[config.mk]
export PLATFORM = sky130hd
export DESIGN_NAME = game_sequencer
export DESIGN_NICKNAME = d
export VERILOG_FILES = /design/src/logic/maze_pkg.sv /design/src/logic/game_sequencer.sv
export SDC_FILE = /design/constraint.sdc
export NUM_CORES = 1
export LEC_CHECK = 0
export BUFFER_PORTS_ARGS = -buffer_cell sky130_fd_sc_hd__buf_2
export CORE_AREA = 2 2 39 41
export DETAILED_ROUTE_END_ITERATION = 10
export DIE_AREA = 0 0 41 43
export REMOVE_ABC_BUFFERS = 1
export SLEW_MARGIN = 10
export SYNTH_ARGS = -nofsm -noshare
export SYNTH_HDL_FRONTEND = slang
export SYNTH_SLANG_ARGS = --single-unit
[constraint.sdc]
create_clock -name clock -period 1 [get_ports clock]
set_input_delay 0.2 -clock clock [delete_from_list [all_inputs] [get_ports clock]]
set_output_delay 0.2 -clock clock [all_outputs]
set_load 0.05 [all_outputs]
[src/logic/maze_pkg.sv]
package maze_pkg;

    typedef enum logic [2:0] {
        CELL_EMPTY = 3'd0,
        CELL_WALL  = 3'd1
    } cell_t;

    typedef enum logic [1:0] {
        OWNER_NONE,
        OWNER_LOADER,
        OWNER_RENDERER,
        OWNER_UPDATER
    } grid_owner_t;

    typedef enum logic [2:0] {
        S_LOAD,
        S_LOAD_WAIT,
        S_RENDER,
        S_RENDER_WAIT,
        S_UPDATE,
        S_UPDATE_WAIT
    } seq_state_t;

endpackage

[src/logic/game_sequencer.sv]
`timescale 1ns/1ns

module game_sequencer
    import maze_pkg::*;
(
    input  logic        clock,
    input  logic        reset,
    input  logic        load_done,
    input  logic        render_done,
    input  logic        update_done,
    output logic        load_start,
    output logic        render_start,
    output logic        update_start,
    output grid_owner_t grid_owner
);
    seq_state_t state;

    always_ff @(posedge clock) begin
        if (reset) begin
            state        <= S_LOAD;
            load_start   <= 1'b0;
            render_start <= 1'b0;
            update_start <= 1'b0;
        end else begin
            load_start   <= 1'b0;
            render_start <= 1'b0;
            update_start <= 1'b0;
            case (state)
                S_LOAD: begin
                    load_start <= 1'b1;
                    state      <= S_LOAD_WAIT;
                end
                S_LOAD_WAIT: begin
                    if (load_done) begin
                        state <= S_RENDER;
                    end
                end
                S_RENDER: begin
                    render_start <= 1'b1;
                    state        <= S_RENDER_WAIT;
                end
                S_RENDER_WAIT: begin
                    if (render_done) begin
                        state <= S_UPDATE;
                    end
                end
                S_UPDATE: begin
                    update_start <= 1'b1;
                    state        <= S_UPDATE_WAIT;
                end
                S_UPDATE_WAIT: begin
                    // Loop forever on the same maze
                    if (update_done) begin
                        state <= S_RENDER;
                    end
                end
                default: state <= S_LOAD;
            endcase
        end
    end

    always_comb begin
        case (state)
            S_LOAD_WAIT:   grid_owner = OWNER_LOADER;
            S_RENDER_WAIT: grid_owner = OWNER_RENDERER;
            S_UPDATE_WAIT: grid_owner = OWNER_UPDATER;
            default:       grid_owner = OWNER_NONE;
        endcase
    end
endmodule

### After elaboration in Yosys (flattened, before gate mapping)

Cells that the tools add are included.

* equal/unequal tests: 8
* muxes and demuxes: 8
* reduce and logical (&&, ||, !) cells: 2

Operators with widths (number)
* $pmux W3 S6: 1
* $mux W3: 3
* $eq A3 B2 Y1 const B: 2
* $eq A3 B3 Y1 const B: 2
* $ne A2 B2 Y1 const B: 3
* $pmux W2 S3: 1
* $eq A3 B1 Y1 const B: 1
* $logic_not A3 Y1: 1
* $mux W1: 3
* $reduce_and A3 Y1: 1

* register bits after elaboration: 6
* output and inout port bits: 5
* word-level logic and storage cells: 22

### Longest topological paths before layout

Gate-level depths: netlist of run 1.

* depth after elaboration: 3
* gate-level depth with buffers: 4

### Least setup slack after synthesis of run 1

OpenSTA, ideal clock, no wires.

* kind: register to output
* start: register state[2]
* end: output port grid_owner[1]
* data arrival time: 1.653 ns
* data required time: 0.800 ns
* slack: -0.853 ns
* cell stages (with the launch flop): 3
* path buffers: 0
* path through: dfxtp_1 -> nand2b_1 -> a21boi_0

* longest elaborated chain between the ends: 2

Ends and longest elaborated chain
* start: declaration: line game_sequencer.sv:16 `seq_state_t state;`
* start signal: assignment: line game_sequencer.sv:20 `state <= S_LOAD;`
* start signal: assignment: line game_sequencer.sv:31 `state <= S_LOAD_WAIT;`
* start signal: assignment: line game_sequencer.sv:35 `state <= S_RENDER;`
* $eq A3 B3 Y1, or another cell as far along: line game_sequencer.sv:63 `case (state)`
* $pmux W2 S3 (*): line game_sequencer.sv:63
* end: declaration: line game_sequencer.sv:14 `output grid_owner_t grid_owner`

Every way passes the cells marked *; elsewhere a longest branch is shown, timed or not.

### Worst setup path after layout of run 1

Ends and elaborated chain as after synthesis.

==> results of run 1 <==
## cell families (layout without fill, tap and decap cells)
family                 Yosys count  after routing  synth area share (%)
buffers and inverters            1             20                  2.08
AND/OR/NAND/NOR                 10             10                  26.0
AO/OA/AOI/OAI                    6              6                  15.6
flip-flops                       6              6                  50.0
multiplexers                     1              1                  6.25
## sequential cells by signal, indices dropped and copies added (netlist names)
register and cells:
state 3, update_start 1, load_start 1, render_start 1
## per-layer routing
| layer | part of all wire (%) | wire length [microns] |
|---|---|---|
| met1 | 35 | 249 |
| met2 | 51 | 361 |
| met3 | 9.1 | 64 |
| met4 | 4.3 | 30 |
| met5 | 0 | 0 |
## worst paths after layout
path | endpoint | slack (ps) | start | cells past startpoint
max | grid_owner[1] | -260 | state[2]$_SDFFE_PP0P_ | 3
min | state[2]$_SDFFE_PP0P_ | 200 | reset | 2
min reg2reg | load_start$_SDFF_PP0_ | 570 | state[1]$_SDFFE_PP0P_ | 2
max reg2reg | state[1]$_SDFFE_PP0P_ | -100 | state[2]$_SDFFE_PP0P_ | 5
## layout make-up
type	count	area [sq um]	area share, %
Clock buffer	3	22.5	4.96
Sequential cell	6	128	28.1
Tap cell	16	20.0	4.41
Multi-Input combinational cell	17	151	33.3
Timing Repair Buffer	17	133	29.2
## worst reg2reg max path, stage by stage, from the launching register on
cell      delay, ps
dfxtp_4         350
nand2b_4        140
buf_4           130
buf_4           130
a21o_1          160
a21oi_2         120
## power by group
part	total, W	internal [W]	switching (W)
registers	0.000263	0.000252	0.0000118
logic	0.000169	0.0000774	0.0000919
clock network	0.000225	0.000136	0.0000888
## cell usage after synthesis (2+ instances only)
cell type	number
dfxtp_1	6
nand2b_1	2
a21oi_1	3
a21o_1	2
nor3_1	2
## placed cells by master (no fill, tap or decap), types with 2 or more instances in the layout
cell type / instances
a21o_1: 2
a21oi_2: 2
buf_4: 8
buf_6: 4
nand2b_4: 2
dfxtp_1: 4
buf_2: 4
clkbuf_4: 4
dfxtp_4: 2
## metrics by stage
step           std cells  area (sq um)
6_report              59           454
5_1_grt               59           454
4_1_cts               58           409
3_5_place_dp          54           345
3_3_place_gp          54           345
2_1_floorplan         23           235
## what timing repair did
item / CTS / global route
pin swaps: 2 / 3
buffers inserted: 1 / 1
cloned: 0 / 0
resized for setup: 11 / 10
setup endpoints to repair: 6 / 6
==> results.md, run 1 <==
- Outcome: finished with violations
- Failing checks: negative setup slack
- Worst setup SP type: register
- Synthesis-to-layout area growth: 89.1%
- GR peak layer: met4
- CTS tree: done
- Via count: 261
- Synth top area cells: dfxtp_1 50%, a21oi_1 6.3%, a21o_1 6.3%, mux2_4 6.3%, nand2b_1 5.2%
- Slowest stage delay, CP: 350 ps
- N_diodes: 0
- CTS sink cnt: 6
- # nets final: 50
- Pre-CTS setup slack: -111 ps
- Routed len/inst: about 12 microns
- Layout Utilization: 32.8%
- Final Cycle Share: 126%
- Main synth FF type: dfxtp_1
- Vias in the first global route: 230
- Die H: 43 microns
- Core ar.: ~0.0014 sq mm
- GPL Wtd Cong: between 0.8 and 0.9
- Clock Latency Late Sink: between 200 and 300 ps
- GRT overflow: 0
- DRT Pass-1 Iters: 4
- Fin. Hold Viols: 0
- Max Fclk: 795 MHz
- RSZ-0062 raised after global routing: yes
- Post-synth ARST share: 0%
- Synth Instances: 24
- Remaining antenna violation count: 0
- Vias/cell: 4.42
- WP data arrival: between 1000 and 1500 ps
- Yosys top cell by area: dfxtp_1
- Synth top area share: between 50% and 60%
- Max transition margin: between 80% and 90%
- Final worst setup slack: -258 ps
- Hold Buf Count CTS: 0
- Critical Path Fanout Max: 3
- Max IR drop VDD: between 0.0006 and 0.0007 V
- Pwr dens: about 1400 mW/mm^2
- Initial Utilization: between 10% and 20%
- Post-Route WL: 705 microns
- Post-route DRC: 0
- I/O Pins: 10
- Setup Viol. Count Final: 5
- PortBufs: 9
- Die Wd: approximately 41 microns
- Row Count: 14
- Grt met3 use: approximately a tenth
- Final Skew: about 2.1 ps
- Number of enable flip-flop cells after synthesis: 0
- CP top delay family: flip-flops
- Hold WS: between 150 and 200 ps
- GRT met1 Usage: a little over 8%
- Worst Hold Class: in -> reg
- # fillers: ~150
- Lkg Pwr: a little under 0.2 nW
- Fraction of layout cells with a size suffix above 1: a little over two thirds
- Design Power: 0.000657 W
- Slew @ Worst Pin: between 150 and 200 ps
- FF+latch count, synth: 6
- Fin crit period: ~1300 ps
- CP endpoint kind: output port
- Clk root buf: clkbuf_4
- Synth warnings: 0
- Post-route setup TNS: -618 ps
- Critical path class: reg -> out
- Critical path, cell by cell: nand2b_4, a21boi_2, buf_6
- Synthesized area: approximately 240 sq um
- H-tree Lvls: 1
- Post-synthesis average cell area: between 10 and 15 sq um
- TritonCTS Buffers: 3
- Die area: ~0.0018 sq mm
- Buf/Inv on CP: 1
- Max-cap viol count: 0
- HPWL after DPL: 439 microns
- Gr usage total: around 10%
- CP max-delay cell: dfxtp_4
- Routing usage on met2: ~11%
- Global-route wire length before repair: between 900 and 1000 microns
- Initial antenna violation count: 0
- DRT iter0 DRCs: 7
- Longest Clk Path Bufs: 2
- Seq/Total Area, Yosys: about half
- Largest net degree at the start of global routing: 7
- Required @ worst endpoint: about 800 ps
- Slew Viols, Final: 0
- Clock Pin Slew Worst Setup and Hold Paths: 40 ps
- Synth cell types: 14
Power figures use the tool's default switching activity.
==> run 2, diff against run 1 <==
--- a/config.mk
+++ b/config.mk
@@ -9,6 +9,7 @@
 export CORE_AREA = 2 2 39 41
 export DETAILED_ROUTE_END_ITERATION = 10
 export DIE_AREA = 0 0 41 43
+export PLACE_DENSITY_LB_ADDON = 0.25
 export REMOVE_ABC_BUFFERS = 1
 export SLEW_MARGIN = 10
 export SYNTH_ARGS = -nofsm -noshare
==> results.md, run 2 (same netlist as run 1, synthesis figures left out) <==
- Outcome: finished with violations
- Failing checks: negative setup slack
- Worst hold stages: 2 (unchanged)
- Gr usage total: 9.35% (-0.62 points)
- Critical Path Fanout Max: 5 (+2)
- CP top delay family: flip-flops
- RSZ-0062 raised after global routing: yes
- DRT Pass-1 Iters: 4 (unchanged)
- N_diodes: 0 (unchanged)
- Worst setup SP type: register
- H-tree Lvls: 1 (unchanged)
- Die Wd: 41 microns (unchanged)
- Vias in the first global route: 265 (+15%)
- Routed len/inst: 11.1 microns (-6.7%)
- Final Cycle Share: 124% (-1.7 points)
- Slew @ Worst Pin: 222 ps (+29.2 ps)
- Max Fclk: 806 MHz (+1.4%)
- Most common cell after layout, fill and taps aside: buf_4
- Initial antenna violation count: 0 (unchanged)
- Pre-CTS setup slack: -103 ps (+8.89 ps)
- Clock Latency Late Sink: 250 ps (about the same)
- Die area: 0.00176 sq mm (unchanged)
- Fraction of layout cells with a size suffix above 1: 62.5% (-7.3 points)
- RR Startpoint: state[2]$_SDFFE_PP0P_
- Post-Route WL: 624 microns (-11%)
- Hold WS: 181 ps (-16.6 ps)
- Slew Viols, Final: 0 (unchanged)
- I/O Pins: 10 (unchanged)
- CP endpoint kind: output port
- FF-to-FF End: state[0]$_SDFFE_PP0P_
- Max IR drop VDD: 0.000462 V (-25%)
- Reg2Reg Depth: 4 (-1)
- Worst Hold Class: in -> reg
- Core ar.: 0.00138 sq mm (unchanged)
- Row Count: 14 (unchanged)
- Required @ worst endpoint: 800 ps (about the same)
- PortBufs: 9 (unchanged)
- Cell count along the critical path: 2 (-1)
- # nets final: 47 (-6.0%)
- Post-route DRC: 0 (unchanged)
- TritonCTS Buffers: 3 (unchanged)
- Setup Viol. Count Final: 4 (-1)
- Remaining antenna violation count: 0 (unchanged)
- Pwr dens: 1590 mW/mm^2 (+9.9%)
- Buf/Inv on CP: 1 (unchanged)
- FF/Latch Area: 123 sq um (-3.9%)
- Final Skew: 1.58 ps (-0.549 ps)
- Critical path class: reg -> out
- Design Power: 0.000639 W (-2.8%)
- Max transition margin: 85.0% (-2.0 points)
- Most flop-heavy register: state
- CTS sink cnt: 6 (unchanged)
- Via count: 255 (-2.3%)
- Max reg flops: 3 (unchanged)
- CTS tree: done
- Longest Clk Path Bufs: 2 (unchanged)
- Die H: 43 microns (unchanged)
- Slowest stage delay, CP: 380 ps (+30 ps)
- Area of the multi-input gates: 138 sq um (-9.1%)
- DRT iter0 DRCs: 15 (+8)
- HPWL after DPL: 450 microns (+2.5%)
- Clk root buf: clkbuf_4
- CP max-delay cell: dfxtp_2
- Fin crit period: 1240 ps (-17.0 ps)
- Fin. Hold Viols: 0 (unchanged)
- R2R setup slack: -60 ps (+40 ps)
- Critical path, cell by cell: and2b_1, buf_4
- Post-Place Cells: 53 (-1.9%)
- Initial Utilization: 17.4% (unchanged)
- Final worst setup slack: -241 ps (+17.0 ps)
- Vias/cell: 4.55 (+2.9%)
- # fillers: 147 (unchanged)
- Most frequent cells in the layout: 9 x buf_4, 4 x buf_2, 4 x dfxtp_1, 3 x clkbuf_4
- Worst Setup EP: grid_owner[0]
- Lkg Pwr: 0.172 nW (-12%)
- GPL Wtd Cong: 0.825 (-2.6%)
- Global-route wire length before repair: 1010 microns (+5.7%)
- GRT overflow: 0 (unchanged)
- Worst Setup SP: state[1]$_SDFFE_PP0P_
- Max-cap viol count: 0 (unchanged)
- Non-Filler Instances: 56 (-5.1%)
- WP data arrival: 1040 ps (-20 ps)
- Hold Buf Count CTS: 0 (unchanged)
- Clock Pin Slew Worst Setup and Hold Paths: 50 ps (about the same)
- Largest net degree at the start of global routing: 8 (+1)
- Synthesis-to-layout area growth: 67.2%
run 2: report_power, final:
group | internal, W | leakage (nW) | switching, W
registers | 0.000254 | 0.0501 | 0.0000114
clock network | 0.000136 | 0.0138 | 0.0000938
logic | 0.0000611 | 0.109 | 0.0000825
run 2: area by class of cell:
type                    instances  share of cell area, %
clock buffers                   3                   5.61
well taps                      16                   4.98
multi-input cells              17                   34.3
repair buffers                 14                   24.6
flip-flops and latches          6                   30.5
run 2: worst min-delay path by stage:
stage	end	slack [ps]	from
floorplan	state[1]$_SDFFE_PP0P_	270	reset
global placement	state[2]$_SDFFE_PP0P_	450	reset
detailed placement	state[2]$_SDFFE_PP0P_	460	reset
CTS	state[2]$_SDFFE_PP0P_	180	reset
global route	state[2]$_SDFFE_PP0P_	190	reset
finish	state[2]$_SDFFE_PP0P_	180	reset
run 2: stage by stage:
step                      TNS, ps  area, sq um  utilization [%]
after global routing         -720          402             29.0
after CTS                    -606          390             28.2
final                        -573          402             29.0
after global placement       -113          338             24.4
after floorplan             -1280          235                -
after detailed placement     -137          338             24.4
run 2: repair_timing:
item                                   CTS  global route
setup buffers                            0             0
gates resized for setup                 10             3
cloned                                   0             0
endpoints found under the hold margin    0             0
pin swaps                                0             0
setup endpoints to repair                7             5
run 2: metal layers:
metal | track usage, % | routed length, microns
met5 | 0 | 0
met4 | 10.0 | 19
met3 | 4.71 | 42
met2 | 13.1 | 295
met1 | 8.71 | 266
==> run 3, diff against run 2 <==
--- a/config.mk
+++ b/config.mk
@@ -5,13 +5,13 @@
 export SDC_FILE = /design/constraint.sdc
 export NUM_CORES = 1
 export LEC_CHECK = 0
-export BUFFER_PORTS_ARGS = -buffer_cell sky130_fd_sc_hd__buf_2
+export BUFFER_PORTS_ARGS = -buffer_cell sky130_fd_sc_hd__buf_4
 export CORE_AREA = 2 2 39 41
 export DETAILED_ROUTE_END_ITERATION = 10
 export DIE_AREA = 0 0 41 43
 export PLACE_DENSITY_LB_ADDON = 0.25
 export REMOVE_ABC_BUFFERS = 1
-export SLEW_MARGIN = 10
+export SKIP_CTS_REPAIR_TIMING = 1
 export SYNTH_ARGS = -nofsm -noshare
 export SYNTH_HDL_FRONTEND = slang
 export SYNTH_SLANG_ARGS = --single-unit
==> results.md, run 3 (same netlist as run 1, synthesis figures left out) <==
- Outcome: finished with violations
- Failing checks: negative setup slack
- Pwr dens: 1510 mW/mm^2 (-5.3%)
- Reg power frac: 41.2% (-0.4 points)
- Clock Latency Late Sink: 240 ps (about the same)
- Post-Route WL: 634 microns (+1.6%)
- RR Startpoint: state[2]$_SDFFE_PP0P_
- Global-route wire length before repair: 1040 microns (+2.1%)
- Final Skew: 2.91 ps (+1.33 ps)
- Combinational share of power: 23.6% (+1.1 points)
- R2R setup slack: -30 ps (+30 ps)
- Hold path endpoint: state[2]$_SDFFE_PP0P_
- Clock group share of total power: 35.2% (-0.8 points)
- # nets final: 48 (+2.1%)
- HP Start: reset
- Worst setup SP type: register
- Routed len/inst: 11.1 microns (-0.18%)
- Critical path class: reg -> out
- TritonCTS Buffers: 3 (unchanged)
- CTS sink cnt: 6 (unchanged)
- Switching part of the total: 28.6% (-0.79 points)
- DRT iter0 DRCs: 5 (-10)
- DRT Pass-1 Iters: 3 (-1)
- FF-to-FF End: state[0]$_SDFFE_PP0P_
- P_sw: 0.000183 W (-2.4%)
- CP max-delay cell: dfxtp_2
- Reg2Reg Depth: 4 (unchanged)
- GRT overflow: 0 (unchanged)
- CTS tree: done
- Most common cell after layout, fill and taps aside: buf_4
- Final worst setup slack: -251 ps (-10.2 ps)
- Max-cap viol count: 0 (unchanged)
- Fin area: 425 sq um (+5.9%)
- Max IR drop VDD: 0.000580 V (+25%)
- Critical path, cell by cell: nand2b_4, a21boi_2, buf_6
- Vias/cell: 4.51 (-0.98%)
- Worst Hold Class: in -> reg
- Longest Clk Path Bufs: 2 (unchanged)
- H-tree Lvls: 1 (unchanged)
- Pre-CTS setup slack: -59.5 ps (+43.0 ps)
- Post-route DRC: 0 (unchanged)
- I/O Pins: 10 (unchanged)
- Initial antenna violation count: 0 (unchanged)
- Gr usage total: 9.24% (-0.11 points)
- Vias in the first global route: 256 (-3.4%)
- # fillers: 154 (+4.8%)
- RSZ-0062 raised after global routing: yes
- Most flop-heavy register: state
- PortBufs: 9 (unchanged)
- Required @ worst endpoint: 800 ps (about the same)
- Slowest stage delay, CP: 350 ps (-30 ps)
- Placed cell area: 368 sq um (+8.9%)
- Fraction of layout cells with a size suffix above 1: 63.4% (+0.91 points)
- HPWL after DPL: 480 microns (+6.8%)
- Die area: 0.00176 sq mm (unchanged)
- N_diodes: 0 (unchanged)
- Critical Path Fanout Max: 5 (unchanged)
- WP data arrival: 1050 ps (about the same)
- Setup Viol. Count Final: 4 (unchanged)
- Clk root buf: clkbuf_4
- Fin crit period: 1250 ps (+10.2 ps)
- Initial Utilization: 17.4% (unchanged)
- Core ar.: 0.00138 sq mm (unchanged)
- Remaining antenna violation count: 0 (unchanged)
- Max transition margin: 84.4% (-0.69 points)
- Clock Pin Slew Worst Setup and Hold Paths: 50 ps (about the same)
- Max reg flops: 3 (unchanged)
- Slew Viols, Final: 0 (unchanged)
- Die H: 43 microns (unchanged)
- Most frequent cells in the layout: 13 x buf_4, 4 x dfxtp_1, 3 x clkbuf_4
- GPL Wtd Cong: 0.809 (-2.0%)
- Largest net degree at the start of global routing: 7 (-1)
- Die Wd: 41 microns (unchanged)
- Worst hold stages: 2 (unchanged)
- Internal power contribution: 0.000458 W (+1.4%)
- Synthesis-to-layout area growth: 77.1%
- Fin. Hold Viols: 0 (unchanged)
- Row Count: 14 (unchanged)
- Slew @ Worst Pin: 232 ps (+10.2 ps)
- CP endpoint kind: output port
- Final Cycle Share: 125% (+1.0 points)
- Lkg Pwr: 0.182 nW (+5.5%)
- Max Fclk: 799 MHz (-0.81%)
- Via count: 257 (+0.78%)
==> run 3: metrics by stage <==
step                      power (W)  TNS, ps  utilization (%)  hold slack [ps]  instances
after floorplan            0.000342    -1280                -              269         23
after global placement     0.000406    -51.4             26.6              419         54
after detailed placement   0.000408     -110             26.6              418         54
after CTS                  0.000645     -656             28.2              154         57
after global routing       0.000671     -724             30.7              156         57
final                      0.000641     -540             30.7              156         57
==> run 3: critical path: cells and delay by family (launching register included) <==
kind            cells  cell delay, ps
buf+inv             1             170
compound gates      1             140
flops               1             350
simple gates        1             150
==> run 3: final cells by class <==
type                            count  area (sq um)  share of cell area, %
Multi-Input combinational cell     17           138                   32.4
Sequential cell                     6           125                   29.4
Tap cell                           16          20.0                   4.71
Clock buffer                        3          22.5                   5.29
Timing Repair Buffer               15           120                   28.2
==> run 3: worst max path at each step <==
stage / from / endpoint / slack (ps) / depth (start not counted)
after floorplan: state[2]$_SDFFE_PP0P_ / grid_owner[1] / -850 / 2
after global placement: state[2]$_SDFFE_PP0P_ / grid_owner[1] / -50 / 3
after detailed placement: state[2]$_SDFFE_PP0P_ / grid_owner[1] / -60 / 3
after CTS: state[2]$_SDFFE_PP0P_ / grid_owner[1] / -330 / 3
after global routing: state[1]$_SDFFE_PP0P_ / grid_owner[1] / -320 / 3
final: state[1]$_SDFFE_PP0P_ / grid_owner[1] / -250 / 3
==> run 3: power groups by stage <==
stage / clock network [W] / logic [W] / registers (W)
floorplan: 0 / 0.0000528 / 0.000289
global placement: 0 / 0.000140 / 0.000266
detailed placement: 0 / 0.000141 / 0.000267
CTS: 0.000240 / 0.000142 / 0.000263
global route: 0.000244 / 0.000160 / 0.000266
finish: 0.000225 / 0.000151 / 0.000264
==> run 3: layer usage <==
metal,GRT usage [%],share of wire (%),vias up
li1,-,-,122
met1,8.68,41,125
met2,13.8,50,8
met3,4.71,6.2,2
met4,8.00,3.0,0
met5,0,0,-
